[config.mk]
export PLATFORM = sky130hd
export DESIGN_NAME = hps_io
export DESIGN_NICKNAME = d
export VERILOG_FILES = /design/src/hps_io_pkg.sv /design/src/host_cmd_frame.sv /design/src/user_regs.sv /design/src/file_loader.sv /design/src/kbd_host.sv /design/src/ps2_kbd_tx.sv /design/src/hps_io.sv
export SDC_FILE = /design/constraint.sdc
export NUM_CORES = 1
export LEC_CHECK = 0
export ABC_AREA = 1
export BUFFER_PORTS_ARGS = -buffer_cell sky130_fd_sc_hd__buf_4
export CAP_MARGIN = 0
export CORE_MARGIN = 10
export CORE_UTILIZATION = 60
export CTS_BUF_LIST = sky130_fd_sc_hd__clkbuf_2
export DETAILED_ROUTE_END_ITERATION = 8
export PLACE_DENSITY = 0.83
export SLEW_MARGIN = 20
export SYNTH_ARGS = -nofsm -noshare
export SYNTH_HDL_FRONTEND = slang
export SYNTH_HIERARCHICAL = 1
export SYNTH_SLANG_ARGS = --single-unit
[constraint.sdc]
create_clock -name clk_100 -period 5.84 [get_ports clk_100]
set_input_delay 0.876 -clock clk_100 [delete_from_list [all_inputs] [get_ports clk_100]]
set_output_delay 0.876 -clock clk_100 [all_outputs]
set_load 0.01 [all_outputs]
[src/hps_io_pkg.sv]
package hps_io_pkg;

    ////////////////////
    // bus widths
    ////////////////////

    typedef logic [15:0] io_word_t;
    typedef logic [7:0]  io_byte_t;
    typedef logic [24:0] ioctl_addr_t;
    typedef logic [15:0] byte_cnt_t;

    // host side of the word bus, 18 bits
    typedef struct packed {
        logic     enable;
        logic     strobe;
        io_word_t din;
    } host_bus_t;

    // framer view shared by all function blocks, 51 bits
    typedef struct packed {
        logic      start;
        logic      valid;
        logic      done;
        io_word_t  cmd;
        byte_cnt_t idx;
        io_word_t  data;
    } cmd_frame_t;

    // key event, toggle flips on every accepted event
    typedef struct packed {
        logic     toggle;
        logic     pressed;
        logic     extended;
        io_byte_t code;
    } ps2_key_t;

    ////////////////////
    // command codes
    ////////////////////

    localparam io_word_t cmd_cfg          = 16'h0001;
    localparam io_word_t cmd_joy0         = 16'h0002;
    localparam io_word_t cmd_joy1         = 16'h0003;
    localparam io_word_t cmd_kbd          = 16'h0005;
    localparam io_word_t cmd_status       = 16'h001E;
    localparam io_word_t cmd_led          = 16'h001F;
    localparam io_word_t cmd_file_tx      = 16'h0053;
    localparam io_word_t cmd_file_dat     = 16'h0054;
    localparam io_word_t cmd_file_index   = 16'h0055;
    localparam io_word_t cmd_file_addr_tx = 16'h0058;

    // scan code prefixes
    localparam io_byte_t sc_break = 8'hF0;
    localparam io_byte_t sc_ext   = 8'hE0;

    // raw four byte sequences needing a rewrite
    localparam logic [31:0] sc_prnscr_press   = 32'hE012E07C;
    localparam logic [31:0] sc_prnscr_release = 32'h7CE0F012;
    localparam logic [31:0] sc_pause_press    = 32'hF014F077;

    // replacement {pressed, extended, code}
    localparam logic [9:0] key_prnscr_press   = 10'h37C;
    localparam logic [9:0] key_prnscr_release = 10'h17C;
    localparam logic [9:0] key_pause_press    = 10'h377;

    ////////////////////
    // ps/2 transmitter
    ////////////////////

    // clk_100 cycles per ps/2 half period
    localparam int ps2_div        = 2000;
    localparam int ps2_div_bits   = $clog2(ps2_div);
    localparam int ps2_fifo_bits  = 5;
    localparam int ps2_fifo_depth = 1 << ps2_fifo_bits;

    typedef logic [ps2_div_bits-1:0]  ps2_div_cnt_t;
    typedef logic [ps2_fifo_bits-1:0] ps2_fifo_ptr_t;

    localparam ps2_div_cnt_t ps2_div_last = ps2_div_cnt_t'(ps2_div - 1);

endpackage

[src/host_cmd_frame.sv]
module host_cmd_frame (
    input  logic                   clk_100,
    input  logic                   reset,
    input  hps_io_pkg::host_bus_t  host_bus,
    output hps_io_pkg::cmd_frame_t frame
);
    import hps_io_pkg::*;

    // words seen in this frame, saturates at all ones
    byte_cnt_t cnt;
    io_word_t  cmd;
    logic      done;

    always_ff @(posedge clk_100) begin
        if (reset) begin
            cnt  <= '0;
            cmd  <= '0;
            done <= 1'b0;
        end else if (host_bus.enable) begin
            done <= 1'b0;
            if (host_bus.strobe) begin
                // first word of the frame is the command
                if (cnt == '0)
                    cmd <= host_bus.din;
                if (~&cnt)
                    cnt <= cnt + 1'b1;
            end
        end else begin
            // one pulse only when a command was taken
            done <= (cnt != '0);
            cnt  <= '0;
            // cmd survives the done cycle, then clears
            if (cnt == '0)
                cmd <= '0;
        end
    end

    // strobe qualifiers straight off the bus
    always_comb begin
        frame.start = host_bus.enable & host_bus.strobe & (cnt == '0);
        frame.valid = host_bus.enable & host_bus.strobe & (cnt != '0);
        frame.done  = done;
        frame.cmd   = cmd;
        frame.idx   = cnt;
        frame.data  = host_bus.din;
    end

endmodule

[src/user_regs.sv]
module user_regs (
    input  logic                   clk_100,
    input  logic                   reset,
    input  hps_io_pkg::cmd_frame_t frame,
    output logic [1:0]             buttons,
    output logic                   forced_scandoubler,
    output hps_io_pkg::io_word_t   joystick_0,
    output hps_io_pkg::io_word_t   joystick_1,
    output logic [31:0]            status
);
    import hps_io_pkg::*;

    // config byte from the host menu
    io_byte_t cfg;

    always_ff @(posedge clk_100) begin
        if (reset) begin
            cfg        <= '0;
            joystick_0 <= '0;
            joystick_1 <= '0;
            status     <= '0;
        end else if (frame.valid) begin
            case (frame.cmd)
                cmd_cfg:
                    cfg <= frame.data[7:0];
                cmd_joy0:
                    joystick_0 <= frame.data;
                cmd_joy1:
                    joystick_1 <= frame.data;
                cmd_status: begin
                    // low half first, extra words ignored
                    if (frame.idx == byte_cnt_t'(1))
                        status[15:0] <= frame.data;
                    else if (frame.idx == byte_cnt_t'(2))
                        status[31:16] <= frame.data;
                end
                default: ;
            endcase
        end
    end

    // cfg bits 2,3,5 belong to the system top
    assign buttons            = cfg[1:0];
    assign forced_scandoubler = cfg[4];

endmodule

[src/file_loader.sv]
module file_loader (
    input  logic                    clk_100,
    input  logic                    reset,
    input  hps_io_pkg::cmd_frame_t  frame,
    output logic                    ioctl_download,
    output logic                    ioctl_wr,
    output hps_io_pkg::io_byte_t    ioctl_index,
    output hps_io_pkg::ioctl_addr_t ioctl_addr,
    output hps_io_pkg::io_byte_t    ioctl_dout
);
    import hps_io_pkg::*;

    // running target address
    ioctl_addr_t addr;
    // write request, delayed a cycle into ioctl_wr
    logic        wr;
    logic        data_wr;
    logic        addr_wr;

    // words 1..4 of addr_tx carry the start address
    assign addr_wr = frame.valid && (frame.cmd == cmd_file_addr_tx)
                     && (frame.idx <= byte_cnt_t'(4));

    // every later payload word is a data byte
    assign data_wr = frame.valid && ((frame.cmd == cmd_file_dat)
                     || ((frame.cmd == cmd_file_addr_tx) && !addr_wr));

    always_ff @(posedge clk_100) begin
        if (reset) begin
            addr           <= '0;
            wr             <= 1'b0;
            ioctl_wr       <= 1'b0;
            ioctl_download <= 1'b0;
            ioctl_index    <= '0;
            ioctl_addr     <= '0;
            ioctl_dout     <= '0;
        end else begin
            // address and data settle one cycle before the pulse
            ioctl_wr <= wr;
            wr       <= 1'b0;

            if (frame.done)
                addr <= '0;

            if (frame.valid && frame.cmd == cmd_file_index)
                ioctl_index <= frame.data[7:0];

            // nonzero opens a plain download at 0
            if (frame.valid && frame.cmd == cmd_file_tx) begin
                if (|frame.data[7:0]) begin
                    addr           <= '0;
                    ioctl_download <= 1'b1;
                end else begin
                    ioctl_download <= 1'b0;
                end
            end

            // msb first
            if (addr_wr) begin
                addr <= {addr[16:0], frame.data[7:0]};
                if (frame.idx == byte_cnt_t'(4))
                    ioctl_download <= 1'b1;
            end

            if (data_wr) begin
                ioctl_addr <= addr;
                ioctl_dout <= frame.data[7:0];
                wr         <= 1'b1;
                addr       <= addr + 1'b1;
            end
        end
    end

endmodule

[src/kbd_host.sv]
module kbd_host (
    input  logic                   clk_100,
    input  logic                   reset,
    input  hps_io_pkg::cmd_frame_t frame,
    input  logic [2:0]             led_status,
    input  logic [2:0]             led_use,
    output hps_io_pkg::io_word_t   io_dout,
    output hps_io_pkg::ps2_key_t   ps2_key,
    output hps_io_pkg::io_byte_t   kbd_byte,
    output logic                   kbd_push
);
    import hps_io_pkg::*;

    // last four scan bytes, newest in the low byte
    logic [31:0] raw;
    // host marked the frame as not a key event
    logic        skip;
    logic        kbd_word;
    logic        pressed;
    logic        extended;
    logic [9:0]  key_low;
    io_word_t    led_word;

    assign kbd_word = frame.valid && (frame.cmd == cmd_kbd);

    // break hides the extend prefix one byte further back
    assign pressed  = (raw[15:8] != sc_break);
    assign extended = pressed ? (raw[15:8] == sc_ext) : (raw[23:16] == sc_ext);

    // print screen and pause do not fit the usual pattern
    always_comb begin
        case (raw)
            sc_prnscr_press:   key_low = key_prnscr_press;
            sc_prnscr_release: key_low = key_prnscr_release;
            sc_pause_press:    key_low = key_pause_press;
            default:           key_low = {pressed, extended, raw[7:0]};
        endcase
    end

    // status and use per led, led 2 on top
    assign led_word = {8'h00, 2'b01, led_status[2], led_use[2], led_status[1],
                       led_use[1], led_status[0], led_use[0]};

    always_ff @(posedge clk_100) begin
        if (reset) begin
            raw      <= '0;
            skip     <= 1'b0;
            ps2_key  <= '0;
            kbd_byte <= '0;
            kbd_push <= 1'b0;
            io_dout  <= '0;
        end else begin
            kbd_push <= 1'b0;
            if (frame.start) begin
                skip <= 1'b0;
                if (frame.data == cmd_kbd)
                    raw <= '0;
            end
            // every byte goes out on the wire, skipped or not
            if (kbd_word) begin
                kbd_byte <= frame.data[7:0];
                kbd_push <= 1'b1;
                if (&frame.data[15:8])
                    skip <= 1'b1;
                else if (!skip)
                    raw <= {raw[23:0], frame.data[7:0]};
            end
            if (frame.done && frame.cmd == cmd_kbd && !skip)
                ps2_key <= {~ps2_key.toggle, key_low};
            // readback lives from one strobe to the next
            if (frame.done)
                io_dout <= '0;
            else if (frame.valid && frame.cmd == cmd_led)
                io_dout <= led_word;
            else if (frame.start || frame.valid)
                io_dout <= '0;
        end
    end

endmodule

[src/ps2_kbd_tx.sv]
module ps2_kbd_tx (
    input  logic                 clk_100,
    input  logic                 reset,
    input  hps_io_pkg::io_byte_t kbd_byte,
    input  logic                 kbd_push,
    output logic                 ps2_clk_out,
    output logic                 ps2_data_out
);
    import hps_io_pkg::*;

    ////////////////////
    // clock divider
    ////////////////////

    ps2_div_cnt_t div_cnt;
    logic         clk_ps2;
    logic         ps2_rise;
    logic         ps2_fall;

    // edges known one cycle early, act on the toggling clock edge
    assign ps2_rise = (div_cnt == ps2_div_last) && !clk_ps2;
    assign ps2_fall = (div_cnt == ps2_div_last) && clk_ps2;

    always_ff @(posedge clk_100) begin
        if (reset) begin
            div_cnt <= '0;
            clk_ps2 <= 1'b0;
        end else if (div_cnt == ps2_div_last) begin
            div_cnt <= '0;
            clk_ps2 <= ~clk_ps2;
        end else begin
            div_cnt <= div_cnt + 1'b1;
        end
    end

    ////////////////////
    // fifo
    ////////////////////

    io_byte_t      fifo_mem [ps2_fifo_depth];
    ps2_fifo_ptr_t wptr;
    ps2_fifo_ptr_t rptr;

    // no full check, a wrapped write pointer drops old bytes
    always_ff @(posedge clk_100) begin
        if (kbd_push)
            fifo_mem[wptr] <= kbd_byte;
    end

    ////////////////////
    // serializer
    ////////////////////

    // 0 idle, 1..11 one state per bit on the wire
    logic [3:0] tx_state;
    io_byte_t   tx_byte;
    logic       parity;

    always_ff @(posedge clk_100) begin
        if (reset) begin
            wptr         <= '0;
            rptr         <= '0;
            tx_state     <= '0;
            tx_byte      <= '0;
            parity       <= 1'b1;
            ps2_data_out <= 1'b1;
            ps2_clk_out  <= 1'b1;
        end else begin
            if (kbd_push)
                wptr <= wptr + 1'b1;

            if (ps2_rise) begin
                ps2_clk_out <= 1'b1;
                if (tx_state == 4'd0) begin
                    if (wptr != rptr) begin
                        // start bit, load the next byte
                        tx_byte      <= fifo_mem[rptr];
                        rptr         <= rptr + 1'b1;
                        parity       <= 1'b1;
                        ps2_data_out <= 1'b0;
                        tx_state     <= 4'd1;
                    end
                end else begin
                    // data lsb first, parity seeded for odd
                    if (tx_state <= 4'd8) begin
                        ps2_data_out <= tx_byte[0];
                        tx_byte      <= {1'b0, tx_byte[7:1]};
                        parity       <= parity ^ tx_byte[0];
                    end else if (tx_state == 4'd9) begin
                        ps2_data_out <= parity;
                    end else if (tx_state == 4'd10) begin
                        // stop bit
                        ps2_data_out <= 1'b1;
                    end
                    tx_state <= (tx_state == 4'd11) ? 4'd0 : tx_state + 1'b1;
                end
            end

            // clock only pulses low while a frame is on the wire
            if (ps2_fall)
                ps2_clk_out <= (tx_state == 4'd0);
        end
    end

endmodule

[src/hps_io.sv]
module hps_io (
    input  logic                     clk_100,
    input  logic                     reset,
    input  hps_io_pkg::host_bus_t    host_bus,
    output hps_io_pkg::io_word_t     io_dout,
    output logic [1:0]               buttons,
    output logic                     forced_scandoubler,
    output hps_io_pkg::io_word_t     joystick_0,
    output hps_io_pkg::io_word_t     joystick_1,
    output logic [31:0]              status,
    output logic                     ioctl_download,
    output logic                     ioctl_wr,
    output hps_io_pkg::io_byte_t     ioctl_index,
    output hps_io_pkg::ioctl_addr_t  ioctl_addr,
    output hps_io_pkg::io_byte_t     ioctl_dout,
    input  logic [2:0]               ps2_kbd_led_status,
    input  logic [2:0]               ps2_kbd_led_use,
    output hps_io_pkg::ps2_key_t     ps2_key,
    output logic                     ps2_kbd_clk_out,
    output logic                     ps2_kbd_data_out
);
    import hps_io_pkg::*;

    // decoded frame shared by every block
    cmd_frame_t frame;

    // keyboard bytes toward the serializer
    io_byte_t kbd_byte;
    logic     kbd_push;

    ////////////////////
    // framing
    ////////////////////

    host_cmd_frame u_frame (
        .clk_100  (clk_100),
        .reset    (reset),
        .host_bus (host_bus),
        .frame    (frame)
    );

    ////////////////////
    // function blocks
    ////////////////////

    user_regs u_regs (
        .clk_100            (clk_100),
        .reset              (reset),
        .frame              (frame),
        .buttons            (buttons),
        .forced_scandoubler (forced_scandoubler),
        .joystick_0         (joystick_0),
        .joystick_1         (joystick_1),
        .status             (status)
    );

    file_loader u_loader (
        .clk_100        (clk_100),
        .reset          (reset),
        .frame          (frame),
        .ioctl_download (ioctl_download),
        .ioctl_wr       (ioctl_wr),
        .ioctl_index    (ioctl_index),
        .ioctl_addr     (ioctl_addr),
        .ioctl_dout     (ioctl_dout)
    );

    // only read path back to the host
    kbd_host u_kbd (
        .clk_100    (clk_100),
        .reset      (reset),
        .frame      (frame),
        .led_status (ps2_kbd_led_status),
        .led_use    (ps2_kbd_led_use),
        .io_dout    (io_dout),
        .ps2_key    (ps2_key),
        .kbd_byte   (kbd_byte),
        .kbd_push   (kbd_push)
    );

    ps2_kbd_tx u_ps2_tx (
        .clk_100      (clk_100),
        .reset        (reset),
        .kbd_byte     (kbd_byte),
        .kbd_push     (kbd_push),
        .ps2_clk_out  (ps2_kbd_clk_out),
        .ps2_data_out (ps2_kbd_data_out)
    );

endmodule

==> impl_metrics.csv <==
group,metric,value,unit
placement,portBuffers,155,
logic_synthesis,synth.most_common_cell,"nand2_1",
placement,place_ws,2.80,ns
floorplanning,rows,73,
logic_synthesis,postSynthAreaPerCell,8.35,um2
logic_synthesis,synth_edf_count,256,
power,switchingPower,1.61,mW
routing,firstDrtPassIters,6,
cts,htreeDepth,3,
power,comb_power_share,2.9,%
cts,cts_tree,"built",
power,power.total,6.35,mW
placement,place_congestion,0.961,
power,seq_power_share,60.6,%
logic_synthesis,yosysWarnings,6,
finish,n_fill_cell,3244,
setup_path,r2r_slack,2.67,ns
finish,drive_gt1_share,14.7,%
timing,setup_tns,0,ns
grt,antenna_found_initial,1,
timing,max_freq,0.315,GHz
setup_path,path_max_fanout,17,
floorplanning,dieWidth,220,um
timing,slew-limit-headroom,30.2,%
routing,ant_nets,0,
logic_synthesis,ys_types,45,
timing,worstMarginPinSlew,1.04,ns
cts,cts.sinks,527,
setup_path,arrival,4.13,ns
cts,cts-resized-gates,0,
grt,grt_pass1_vias,19400,
grt,grt_use_total,25.4,%
cts,cts_root_buf,"clkbuf_2",
grt,grt.overflow.total,0,
logic_synthesis,syn_inst,2873,
setup_path,end_kind,"flip-flop",
status,status,"finished, final reports clean",
finish,final_cells,3657,
finish,fin_util,66.2,%
routing,vias,20300,
logic_synthesis,synth_common_cells,"nand2_1 (683), nor2_1 (353), nand3_1 (332), dfxtp_1 (271), edfxtp_1 (256)",
logic_synthesis,synth_area_leaders,"edfxtp_1 (32%), dfxtp_1 (23%), nand2_1 (11%), nand3_1 (6.9%), nor2_1 (5.5%)",
logic_synthesis,netlist_area,24000,um2
logic_synthesis,ys_seq_area_share,54.7,%
min_path,hold_class,"input pin to flip-flop",
floorplanning,io_pins,165,
setup_path,r2r_cells,17,
floorplanning,coreArea,39600,um2
cts,cts_buffers,121,
logic_synthesis,synthFlopType,"dfxtp_1",
timing,fin_crit,3.17,ns
power,p_per_area,242,nW/um2
grt,grt_start_max_net_pins,83,
setup_path,crit_path_max_incr_delay,0.70,ns
min_path,hold_depth,3,
placement,placed_area,25100,um2
setup_path,timing.rr.end,"u_loader/addr[11]",
grt,grt_first_pass_wirelength,98900,um
setup_path,worstSetupPathType,"flip-flop to flip-flop",
setup_path,critPathLaunchType,"flip-flop",
setup_path,cp.required,6.80,ns
logic_synthesis,synth_async_sr_flop_share,0,%
timing,finalMaxSlewViolations,0,
timing,finalHoldViolations,0,
floorplanning,die_h,220,um
timing,whs,0.0918,ns
timing,rsz0062_at_grt,"no",
power,p_int,4.74,mW
routing,vias_per_cell,5.54,
routing,drt_iter0_markers,2195,
finish,syn2layout_area_growth,9.47,%
logic_synthesis,yosysTopAreaCell,"edfxtp_1",
timing,setup_viol,0,
routing,drc_errors,0,
placement,dpl.hpwl,40700,um
routing,wl,63400,um
power,netSwitchingFraction,25.3,%
power,leakagePower,10.8,nW
logic_synthesis,synth_seq_cells,527,
setup_path,cpMaxStageDelayCell,"nor2_1",
finish,final_nets,3062,
placement,dp_cells,3422,
floorplanning,start_util,60.5,%
setup_path,cp_common_cell,"nand3_1",
min_path,min_to,"u_kbd/io_dout[4]",
job,max-cap-violations,0,
cts,clk_latency,1.14,ns
timing,worst_slack,2.67,ns
setup_path,cp_cell_sequence,"inv_1 > ha_1 > nand3_1 > nor2_4 > nand2_1 > inv_1 > nor2_1 > buf_4 > inv_2 > nor2_2 > nand3_1 > nor2_2 > nand3_2 > nor2_1 > nand2_1 > nand3_1 > a21oi_1",
power,clkPwrFrac,36.5,%
min_path,hold_start,"ps2_kbd_led_use[2]",
floorplanning,dieArea,48400,um2
power,irDropWorstVdd,0.140,mV
routing,wl_per_cell,17.3,um
setup_path,timing.rr.start,"u_frame/cnt[1]",
logic_synthesis,synth_top_area_share,32.1,%
timing,skew,0.100,ns
timing,period_share,54.4,%
finish,final_cell_area,26200,um2
cts,path_clk_slew,0.11,ns
cts,cts_buffer_depth,3,
==> worst max-delay path, delay by kind of cell, from the launching register on <==
family / cells / cell delay, ns
AOI/OAI and AO/OA: 1 / 0.06
adders and majority gates: 1 / 0.21
and+or+nand+nor: 11 / 1.87
buffers and inverters: 4 / 0.42
DFF: 1 / 0.46
==> area by class of cell <==
type	count	area [um2]	area share, %
inverter	256	965	3.68
antenna	1	2.50	0.00953
clock buffer	183	916	3.49
clock inverter	48	206	0.787
sequential	527	13100	50.0
tap	525	657	2.50
timing repair buffer	177	1340	5.09
multi-input combinational	1940	9050	34.5
==> worst max-delay path by stage <==
| stage | startpoint | to | slack, ns |
|---|---|---|---|
| after floorplan | host_bus[16] | u_loader/addr[10] | 3.23 |
| after global placement | host_bus[16] | u_loader/addr[23] | 2.86 |
| after global routing | u_frame/cnt[0] | u_loader/addr[14] | 2.37 |
| after CTS | u_frame/cnt[0] | u_loader/addr[23] | 2.77 |
| final | u_frame/cnt[1] | u_loader/addr[11] | 2.67 |
| after detailed placement | host_bus[16] | u_loader/addr[11] | 2.80 |
==> cell usage in the layout (no fill, tap or decap), types with 9 or more instances in the layout <==
cell type,count
a21oi_1,211
a21oi_2,11
buf_4,174
clkbuf_2,183
clkinv_1,39
conb_1,9
dfxtp_1,269
edfxtp_1,256
ha_1,13
inv_1,245
inv_2,11
nand2_1,683
nand3_1,331
nand3_2,12
nand4_1,43
nor2_1,353
nor2_2,22
nor2_4,13
nor3_1,21
o21ai_0,103
o21ai_1,45
xor2_1,25
==> power groups by stage <==
stage | Sequential, mW | Clock [mW] | Combinational (mW)
3_5_place_dp | 3.93 | 0 | 0.175
2_1_floorplan | 3.93 | 0 | 0.130
4_1_cts | 3.85 | 2.37 | 0.177
3_3_place_gp | 3.93 | 0 | 0.170
6_report | 3.85 | 2.32 | 0.182
5_1_grt | 3.85 | 2.57 | 0.197
==> registers in the layout, summed over array words and instances (netlist names), 8 cells and up, named ones only <==
| name | cells |
|---|---|
| u_ps2_tx/fifo_mem | 256 |
| u_kbd/raw | 32 |
| u_regs/status | 32 |
| u_loader/addr | 25 |
| u_loader/ioctl_addr | 25 |
| u_frame/cmd | 16 |
| u_frame/cnt | 16 |
| u_regs/joystick_0 | 16 |
| u_regs/joystick_1 | 16 |
| u_kbd/ps2_key | 11 |
| u_ps2_tx/div_cnt | 11 |
| u_kbd/kbd_byte | 8 |
| u_loader/ioctl_dout | 8 |
| u_loader/ioctl_index | 8 |
| u_ps2_tx/tx_byte | 8 |
==> metal layers <==
metal / global-route usage (%) / wire, um
met5: 0 / 0
met4: 11.8 / 1930
met3: 5.25 / 5620
met2: 43.1 / 31500
met1: 30.7 / 24300
==> cell families (layout without fill, tap and decap cells) <==
logic type,Yosys count,in the layout,synth area share (%)
AND/OR/NAND/NOR,1506,1506,27.4
flip-flops,527,527,54.7
buffers and inverters,414,664,7.73
AO/OA/AOI/OAI,385,385,8.48
XOR/XNOR,27,27,0.986
adder cells (fa/ha/maj),13,13,0.678
other,1,10,0.0156
==> timing repair <==
item,4_1_cts,5_1_grt
buffers inserted,0,0
hold buffers,3,0
hold endpoints to repair,3,0
Note: power is estimated with default switching activity, not from simulation.
